File: src/hw/rename_config.svh
////////////////////////////////////////
// Rename core sizing
// ROB, architectural and physical sizes
// Index widths derived from the sizes
////////////////////////////////////////

`ifndef RENAME_CONFIG_SVH
`define RENAME_CONFIG_SVH

// Number of reorder buffer slots
`define ROB_DEPTH 8

// Architectural register count
`define ARCH_REGS 8

// Physical register count, must exceed ARCH_REGS
`define PHYS_REGS 16

// Index widths
`define ROB_IDX_W $clog2(`ROB_DEPTH)
`define ARCH_IDX_W $clog2(`ARCH_REGS)
`define PHYS_TAG_W $clog2(`PHYS_REGS)

`endif

File: src/hw/rename_pkg.sv
////////////////////////////////////////
// Rename core shared types
// Register index and physical tag types
// ROB slot index
// ROB entry state encoding
////////////////////////////////////////

`include "rename_config.svh"

package rename_pkg;

    // Architectural destination register
    typedef logic [`ARCH_IDX_W-1:0] arch_idx_t;

    // Physical register tag
    typedef logic [`PHYS_TAG_W-1:0] phys_tag_t;

    // ROB slot index, wraps naturally at ROB_DEPTH
    typedef logic [`ROB_IDX_W-1:0] rob_idx_t;

    ////////////////////////////////////////
    // ROB entry lifecycle
    ////////////////////////////////////////

    // FREE -> BUSY on dispatch
    // BUSY -> DONE or MISPRED on completion
    // DONE / MISPRED -> FREE on retire
    typedef enum logic [1:0] {
        ROB_FREE    = 2'd0,
        ROB_BUSY    = 2'd1,
        ROB_DONE    = 2'd2,
        ROB_MISPRED = 2'd3
    } rob_state_e;

endpackage

File: src/hw/arch_map_table.sv
////////////////////////////////////////
// Committed rename map
// Written by the retiring instruction
// Exposes its post-write value
////////////////////////////////////////

`include "rename_config.svh"

module arch_map_table
    import rename_pkg::*;
(
    input  logic                           clock,
    input  logic                           arst_n,
    // Retire write
    input  logic                           write_en,
    input  arch_idx_t                      write_rd,
    input  phys_tag_t                      write_tag,
    // Map as it will be after this edge
    output phys_tag_t [`ARCH_REGS-1:0]     next_map
);

    phys_tag_t [`ARCH_REGS-1:0] map_q;

    // Bypass the retire write so a flush sees it
    always_comb begin
        next_map = map_q;
        if (write_en) begin
            next_map[write_rd] = write_tag;
        end
    end

    always_ff @(posedge clock or negedge arst_n) begin
        if (!arst_n) begin
            // Same identity map as the speculative table
            for (int i = 0; i < `ARCH_REGS; i++) begin
                map_q[i] <= phys_tag_t'(i);
            end
        end else begin
            map_q <= next_map;
        end
    end

endmodule

File: src/hw/free_list.sv
////////////////////////////////////////
// Physical tag free list
// Bitmap with lowest-index allocation
// Old tags returned at retire
// Rebuilt from committed map on flush
////////////////////////////////////////

`include "rename_config.svh"

module free_list
    import rename_pkg::*;
(
    input  logic                           clock,
    input  logic                           arst_n,
    // Allocation at dispatch
    input  logic                           alloc,
    output phys_tag_t                      alloc_tag,
    output logic                           empty,
    // Release at retire
    input  logic                           free_valid,
    input  phys_tag_t                      free_tag,
    // Recovery
    input  logic                           flush,
    input  phys_tag_t [`ARCH_REGS-1:0]     arch_next_map
);

    // One bit per physical register, set means free
    logic [`PHYS_REGS-1:0] free_q;
    logic [`PHYS_REGS-1:0] free_next;

    assign empty = ~|free_q;

    // Priority encoder, lowest set bit wins
    always_comb begin
        alloc_tag = '0;
        for (int i = `PHYS_REGS - 1; i >= 0; i--) begin
            if (free_q[i]) begin
                alloc_tag = phys_tag_t'(i);
            end
        end
    end

    ////////////////////////////////////////
    // Next bitmap
    ////////////////////////////////////////

    always_comb begin
        free_next = free_q;
        if (flush) begin
            // Everything not held by the committed map is free
            free_next = '1;
            for (int i = 0; i < `ARCH_REGS; i++) begin
                free_next[arch_next_map[i]] = 1'b0;
            end
        end else begin
            if (alloc) begin
                free_next[alloc_tag] = 1'b0;
            end
            // Old tag of a retiring instruction, never the one being allocated
            if (free_valid) begin
                free_next[free_tag] = 1'b1;
            end
        end
    end

    always_ff @(posedge clock or negedge arst_n) begin
        if (!arst_n) begin
            // Tags below ARCH_REGS hold the identity map
            for (int i = 0; i < `PHYS_REGS; i++) begin
                free_q[i] <= (i >= `ARCH_REGS);
            end
        end else begin
            free_q <= free_next;
        end
    end

    // ROB gates dispatch on the empty flag
    a_no_alloc_when_empty: assert property (
        @(posedge clock) disable iff (!arst_n)
        alloc |-> !empty
    );

endmodule

File: src/hw/map_table.sv
////////////////////////////////////////
// Speculative rename map
// One physical tag per arch register
// Combinational read of current mapping
// Bulk restore from the committed map
////////////////////////////////////////

`include "rename_config.svh"

module map_table
    import rename_pkg::*;
(
    input  logic                           clock,
    input  logic                           arst_n,
    // Rename write at dispatch
    input  logic                           write_en,
    input  arch_idx_t                      write_rd,
    input  phys_tag_t                      write_tag,
    // Old mapping lookup
    input  arch_idx_t                      read_rd,
    output phys_tag_t                      read_tag,
    // Recovery from the architected map
    input  logic                           restore,
    input  phys_tag_t [`ARCH_REGS-1:0]     restore_map
);

    // Current speculative mapping
    phys_tag_t map_q [`ARCH_REGS];

    // Lookup sees the map before this cycle's write
    assign read_tag = map_q[read_rd];

    always_ff @(posedge clock or negedge arst_n) begin
        if (!arst_n) begin
            // Identity map out of reset
            for (int i = 0; i < `ARCH_REGS; i++) begin
                map_q[i] <= phys_tag_t'(i);
            end
        end else if (restore) begin
            // Whole table replaced, includes the retiring write
            for (int i = 0; i < `ARCH_REGS; i++) begin
                map_q[i] <= restore_map[i];
            end
        end else if (write_en) begin
            map_q[write_rd] <= write_tag;
        end
    end

    ////////////////////////////////////////
    // Checks
    ////////////////////////////////////////

    // Dispatch is stalled by the ROB during a flush retire
    a_no_write_on_restore: assert property (
        @(posedge clock) disable iff (!arst_n)
        !(write_en && restore)
    );

endmodule

File: src/hw/rename_core.sv
////////////////////////////////////////
// Rename and commit core top level
// ROB, free list, speculative map
// and architected map
////////////////////////////////////////

`include "rename_config.svh"

module rename_core
    import rename_pkg::*;
(
    input  logic      clock,
    input  logic      arst_n,
    // Dispatch
    input  logic      dispatch_valid,
    input  arch_idx_t dispatch_rd,
    // Completion
    input  logic      complete_valid,
    input  rob_idx_t  complete_idx,
    input  logic      complete_mispred,
    // Back-pressure
    output logic      stall,
    // Dispatch results, same cycle
    output rob_idx_t  dispatch_idx,
    output phys_tag_t dispatch_tag,
    output phys_tag_t dispatch_old_tag,
    // Retire results
    output logic      retire_valid,
    output arch_idx_t retire_rd,
    output phys_tag_t retire_tag,
    output phys_tag_t retire_old_tag,
    output logic      retire_flush
);

    ////////////////////////////////////////
    // Internal wires
    ////////////////////////////////////////

    logic                       dispatch_fire;
    logic                       list_empty;
    phys_tag_t [`ARCH_REGS-1:0] arch_next_map;

    rob rob_0 (
        .clock            (clock),
        .arst_n           (arst_n),
        .dispatch_valid   (dispatch_valid),
        .dispatch_rd      (dispatch_rd),
        .new_tag          (dispatch_tag),
        .old_tag          (dispatch_old_tag),
        .list_empty       (list_empty),
        .complete_valid   (complete_valid),
        .complete_idx     (complete_idx),
        .complete_mispred (complete_mispred),
        .stall            (stall),
        .dispatch_fire    (dispatch_fire),
        .dispatch_idx     (dispatch_idx),
        .retire_valid     (retire_valid),
        .retire_rd        (retire_rd),
        .retire_tag       (retire_tag),
        .retire_old_tag   (retire_old_tag),
        .retire_flush     (retire_flush)
    );

    // Lowest free tag feeds dispatch directly
    free_list free_list_0 (
        .clock         (clock),
        .arst_n        (arst_n),
        .alloc         (dispatch_fire),
        .alloc_tag     (dispatch_tag),
        .empty         (list_empty),
        .free_valid    (retire_valid),
        .free_tag      (retire_old_tag),
        .flush         (retire_flush),
        .arch_next_map (arch_next_map)
    );

    map_table map_table_0 (
        .clock       (clock),
        .arst_n      (arst_n),
        .write_en    (dispatch_fire),
        .write_rd    (dispatch_rd),
        .write_tag   (dispatch_tag),
        .read_rd     (dispatch_rd),
        .read_tag    (dispatch_old_tag),
        .restore     (retire_flush),
        .restore_map (arch_next_map)
    );

    // Committed map updated by every retire
    arch_map_table arch_map_table_0 (
        .clock     (clock),
        .arst_n    (arst_n),
        .write_en  (retire_valid),
        .write_rd  (retire_rd),
        .write_tag (retire_tag),
        .next_map  (arch_next_map)
    );

endmodule

File: src/hw/rob.sv
////////////////////////////////////////
// Reorder buffer
// Dispatch gating and slot allocation
// Out-of-order completion marking
// In-order retire and mispredict flush
////////////////////////////////////////

`include "rename_config.svh"

module rob
    import rename_pkg::*;
(
    input  logic      clock,
    input  logic      arst_n,
    // Dispatch request and rename results
    input  logic      dispatch_valid,
    input  arch_idx_t dispatch_rd,
    input  phys_tag_t new_tag,
    input  phys_tag_t old_tag,
    input  logic      list_empty,
    // Completion strobe
    input  logic      complete_valid,
    input  rob_idx_t  complete_idx,
    input  logic      complete_mispred,
    // Dispatch gating
    output logic      stall,
    output logic      dispatch_fire,
    output rob_idx_t  dispatch_idx,
    // Head retire
    output logic      retire_valid,
    output arch_idx_t retire_rd,
    output phys_tag_t retire_tag,
    output phys_tag_t retire_old_tag,
    output logic      retire_flush
);

    // Occupancy counter has to hold ROB_DEPTH itself
    localparam int unsigned CNT_W = $clog2(`ROB_DEPTH + 1);
    localparam logic [CNT_W-1:0] FULL_CNT = CNT_W'(`ROB_DEPTH);

    // Per-slot state and payload
    rob_state_e       state_q   [`ROB_DEPTH];
    arch_idx_t        rd_q      [`ROB_DEPTH];
    phys_tag_t        tag_q     [`ROB_DEPTH];
    phys_tag_t        old_tag_q [`ROB_DEPTH];
    rob_idx_t         head_q;
    rob_idx_t         tail_q;
    logic [CNT_W-1:0] count_q;
    logic             full;
    rob_state_e       head_state;

    ////////////////////////////////////////
    // Dispatch gating
    ////////////////////////////////////////

    assign full          = (count_q == FULL_CNT);
    assign stall         = full || list_empty || retire_flush;
    assign dispatch_fire = dispatch_valid && !stall;
    assign dispatch_idx  = tail_q;

    ////////////////////////////////////////
    // Head retire
    ////////////////////////////////////////

    assign head_state     = state_q[head_q];
    assign retire_valid   = (head_state == ROB_DONE) || (head_state == ROB_MISPRED);
    // A mispredicted head is always retire-ready
    assign retire_flush   = (head_state == ROB_MISPRED);
    assign retire_rd      = rd_q[head_q];
    assign retire_tag     = tag_q[head_q];
    assign retire_old_tag = old_tag_q[head_q];

    always_ff @(posedge clock or negedge arst_n) begin
        if (!arst_n) begin
            for (int i = 0; i < `ROB_DEPTH; i++) begin
                state_q[i] <= ROB_FREE;
            end
            head_q  <= '0;
            tail_q  <= '0;
            count_q <= '0;
        end else if (retire_flush) begin
            // Drop everything younger, restart at slot 0
            for (int i = 0; i < `ROB_DEPTH; i++) begin
                state_q[i] <= ROB_FREE;
            end
            head_q  <= '0;
            tail_q  <= '0;
            count_q <= '0;
        end else begin
            if (retire_valid) begin
                state_q[head_q] <= ROB_FREE;
                head_q          <= head_q + 1'b1;
            end
            if (dispatch_fire) begin
                state_q[tail_q] <= ROB_BUSY;
                tail_q          <= tail_q + 1'b1;
            end
            // Completion can land on any outstanding slot
            if (complete_valid) begin
                state_q[complete_idx] <= complete_mispred ? ROB_MISPRED : ROB_DONE;
            end
            case ({dispatch_fire, retire_valid})
                2'b10:   count_q <= count_q + 1'b1;
                2'b01:   count_q <= count_q - 1'b1;
                default: count_q <= count_q;
            endcase
        end
    end

    // Payload captured at dispatch only
    always_ff @(posedge clock) begin
        if (dispatch_fire) begin
            rd_q[tail_q]      <= dispatch_rd;
            tag_q[tail_q]     <= new_tag;
            old_tag_q[tail_q] <= old_tag;
        end
    end

    // Completion source must only name dispatched, unretired slots
    a_complete_live_slot: assert property (
        @(posedge clock) disable iff (!arst_n)
        complete_valid |-> (state_q[complete_idx] != ROB_FREE)
    );

endmodule

File: config.mk
export PLATFORM = sky130hd
export DESIGN_NAME = rename_core
export DESIGN_NICKNAME = d
export VERILOG_FILES = /design/src/hw/rename_pkg.sv /design/src/hw/arch_map_table.sv /design/src/hw/free_list.sv /design/src/hw/map_table.sv /design/src/hw/rename_core.sv /design/src/hw/rob.sv
export VERILOG_INCLUDE_DIRS = /design/src /design/src/hw
export SDC_FILE = /design/constraint.sdc
export NUM_CORES = 1
export LEC_CHECK = 0
export BUFFER_PORTS_ARGS = -buffer_cell sky130_fd_sc_hd__clkbuf_2
export CAP_MARGIN = 20
export CORE_ASPECT_RATIO = 1.5
export CORE_MARGIN = 1
export CORE_UTILIZATION = 60
export DETAILED_ROUTE_END_ITERATION = 10
export PLACE_DENSITY = 0.77
export REMOVE_ABC_BUFFERS = 1
export SKIP_LAST_GASP = 1
export SYNTH_ARGS = -nofsm -noshare
export SYNTH_HDL_FRONTEND = slang
export SYNTH_SLANG_ARGS = --single-unit
File: constraint.sdc
create_clock -name clock -period 4.2 [get_ports clock]
set_input_delay 0.42 -clock clock [delete_from_list [all_inputs] [get_ports clock]]
set_output_delay 0.42 -clock clock [all_outputs]
set_load 0.01 [all_outputs]
==> metrics.md <==
| Metric | Value |
|---|---|
| Final Cycle Share | `88.4%` |
| Max Cap Viol | `0` |
| Final ANT Viol Nets | `0` |
| Sequential area share after synthesis | `50.5%` |
| Critical path class | `register to register` |
| CP max FO | `34` |
| Max Buffers Root-to-Sink | `2` |
| Fmax | `269 MHz` |
| Share of Yosys cell area claimed by the top area cell type | `25.0%` |
| Clock buffer count from CTS | `17` |
| Worst hold path type | `input pin to asynchronous set/reset pin` |
| Worst Skew | `0.0169 ns` |
| Setup TNS | `0 ns` |
| Reg-to-Reg Start | `rob_0.head_q[0]$_DFFE_PN0P_` |
| Largest net degree at the start of global routing | `80` |
| Avg Inst Size Synth | `10.7 um2` |
| Ys flop type | `edfxtp_1` |
| Post-DP HPWL | `25500 um` |
| CTS Hold Bufs | `0` |
| Slew headroom | `32.7%` |
| Post-cts resize count | `0` |
| RSZ-0062 raised after global routing | `no` |
| Area growth, synth to finish | `9.23%` |
| Die W | `110 um` |
| Synth async-reset ratio | `54.6%` |
| Initial antenna violation count | `1` |
| Final GP Congestion | `1.06` |
| Worst-path clk slew | `0.08 ns` |
| Pwr dens | `875 nW/um2` |
| Cells after synthesis | `987` |
| Drt pass-1 iters | `9` |
| Post-synth EDFFs | `88` |
| Status | `finished, final reports clean` |
| Yosys top cell by area | `edfxtp_1` |
| Synth cell types | `93` |
| Worst Path Required | `4.57 ns` |
| Final min period | `3.71 ns` |
| Core Region | `17300 um2` |
| Crit path launch | `rob_0.head_q[0]$_DFFE_PN0P_` |
| Ys Warns | `0` |
| WP data arrival | `4.08 ns` |
| Final Max Tran Viols | `0` |
| Post-Route WL | `34700 um` |
| Die area | `18100 um2` |
| Root Buffer Master | `clkbuf_16` |
| CTS tree | `built` |
| Die Y | `164 um` |
| Worst-case vdd ir drop | `556 uV` |
| Top post-synthesis cells by area | `edfxtp_1 25%, dfrtp_1 18%, dfstp_2 8.0%` |
| Final-report setup violation count | `0` |
| Vias per cell | `6.98` |
| Critical Path Start Type | `register` |
| Postcts setup bufs | `0` |
| I/O pin cnt | `36` |
| H-Tree Depth | `4` |
| All-Layer GR Usage | `39.8%` |
| First-pass GRT wire length | `50600 um` |
| Antenna cells | `0` |
| Worst Tran Pin Value | `1.01 ns` |
| Worst reg2reg setup slack | `0.49 ns` |
| Gr ovfl total | `0` |
| Vias after detailed routing | `8670` |
| Number of port buffers | `35` |
| Synthesized area | `10600 um2` |
| Register-to-Register Path Depth | `11` |
| FF+latch count, synth | `194` |
| Worst Setup End Kind | `register` |
| Nets | `1034` |
| Vias in the first global route | `8505` |
| # DRC | `0` |
| Hold Violations, Final | `0` |
| Initial Util | `61.1%` |
| Per-cell routed wire length | `27.9 um` |
| Total power | `10.1 mW` |
| # rows | `59` |
| Starting DRT DRC Count | `939` |
| Sink Count | `194` |
| Static Leak | `4.37 nW` |
| Layout cells sized above 1 | `20.2%` |
| Worst-Skew Late Latency | `0.45 ns` |
| Reg2reg end | `free_list_0.free_q[13]$_DFF_PN1_` |
| Crit path to | `free_list_0.free_q[13]$_DFF_PN1_` |
==> worst max-delay path, stage by stage (launching register included) <==
cell and delay [ns]:
dfrtp_2 0.59, buf_4 0.49, and3b_1 0.25, o21ai_2 0.13, o2111a_2 0.34, inv_2 0.09
a211oi_1 0.41, buf_4 0.25, nand3b_1 0.22, o22ai_1 0.13, or4_1 0.55, o22ai_1 0.18
==> metrics by stage <==
stage / worst slack [ns] / hold slack, ns / instance area, um2 / std cells / utilization [%]
finish: 0.487 / 0.127 / 11500 / 1243 / 66.8
floorplan: -1.09 / 0.124 / 10200 / 930 / -
global route: 0.292 / 0.228 / 11500 / 1243 / 66.8
global placement: 0.558 / 0.494 / 11000 / 1211 / 63.5
CTS: 0.526 / 0.170 / 11500 / 1243 / 66.8
detailed placement: 0.573 / 0.508 / 11000 / 1211 / 63.5
==> Yosys cell counts, types with 5 or more instances <==
master / number
edfxtp_1: 88
nand2_1: 84
nor2_1: 75
dfrtp_1: 74
a21oi_1: 69
nand3_1: 48
o21ai_0: 47
inv_1: 35
dfstp_2: 32
clkbuf_1: 28
nor2b_1: 23
nor3_1: 22
mux2i_1: 20
mux2_2: 19
mux4_2: 17
a221o_1: 14
a22oi_1: 13
nand2b_1: 13
o211ai_1: 13
a211oi_1: 12
a31oi_1: 11
nand4_1: 11
buf_2: 10
nand3b_1: 10
a221oi_1: 9
and2_1: 9
and3_1: 9
a32oi_1: 8
o22ai_1: 8
o31ai_1: 8
and3b_1: 7
nor3b_1: 7
o221ai_1: 7
a22o_1: 6
a211o_1: 5
a31o_2: 5
buf_1: 5
buf_6: 5
ha_1: 5
nor4_1: 5
or3_1: 5
==> per-layer routing <==
metal / wire length (um) / up-vias / global-route usage, %
li1: - / 3825 / -
met1: 12400 / 4266 / 44.9
met2: 18000 / 447 / 68.4
met3: 2080 / 130 / 7.42
met4: 2290 / 2 / 24.8
met5: 16 / - / 0
==> worst min-delay path by stage <==
stage                                                  from  cells past startpoint  slack [ns]                                   to
final                                                arst_n                      1        0.13    map_table_0.map_q[12]$_DFFE_PN0P_
after CTS                                            arst_n                      1        0.17     map_table_0.map_q[7]$_DFFE_PN0P_
after detailed placement  map_table_0.map_q[14]$_DFFE_PN1P_                      2        0.51    map_table_0.map_q[14]$_DFFE_PN1P_
after global routing                                 arst_n                      1        0.23     map_table_0.map_q[7]$_DFFE_PN0P_
after floorplan                                      arst_n                      0        0.12  arch_map_table_0.map_q[0]$_DFF_PN0_
after global placement    map_table_0.map_q[14]$_DFFE_PN1P_                      2        0.49    map_table_0.map_q[14]$_DFFE_PN1P_
==> final cells by class <==
class | instances | area (um2)
Fill cell | 1310 | 5740
Clock inverter | 13 | 126
Sequential cell | 194 | 5340
Inverter | 39 | 146
Multi-Input combinational cell | 697 | 4790
Clock buffer | 19 | 443
Tap cell | 213 | 267
Timing Repair Buffer | 68 | 425
==> state kept, by name, indices dropped and copies added (netlist names) <==
register	flops
arch_map_table_0.map_q	32
free_list_0.free_q	16
map_table_0.map_q	32
rob_0.count_q	4
rob_0.dispatch_idx	3
rob_0.head_q	3
rob_0.old_tag_q	32
rob_0.rd_q	24
rob_0.state_q	16
rob_0.tag_q	32
==> report_power, final <==
| group | switching [mW] | internal [mW] | leakage, nW |
|---|---|---|---|
| registers | 0.708 | 2.86 | 2.06 |
| clock network | 0.752 | 0.846 | 0.282 |
| logic | 3.24 | 1.69 | 2.03 |
| total | 4.70 | 5.39 | 4.37 |
==> layout by cell type, fill, tap and decap left out, types with 13 or more instances in the layout <==
master      n
edfxtp_1   88
nand2_1    84
nor2_1     75
dfrtp_1    72
a21oi_1    69
nand3_1    48
o21ai_0    47
inv_1      34
buf_4      34
clkbuf_2   34
dfstp_2    32
nor2b_1    23
mux2i_1    20
mux2_2     19
nor3_1     18
mux4_2     17
clkbuf_16  17
a221o_1    14
o211ai_1   13
a22oi_1    13
nand2b_1   13
==> logic make-up (layout without fill, tap and decap cells) <==
logic type / after synthesis / in the layout / synth area share (%)
AO/OA/AOI/OAI: 280 / 280 / 18.9
XOR/XNOR: 5 / 5 / 0.415
adder cells (fa/ha/maj): 6 / 6 / 0.782
flip-flops: 194 / 194 / 50.5
multiplexers: 57 / 57 / 7.80
AND/OR/NAND/NOR: 349 / 349 / 17.1
buffers and inverters: 96 / 139 / 4.47
Note: power is estimated with default switching activity, not from simulation.
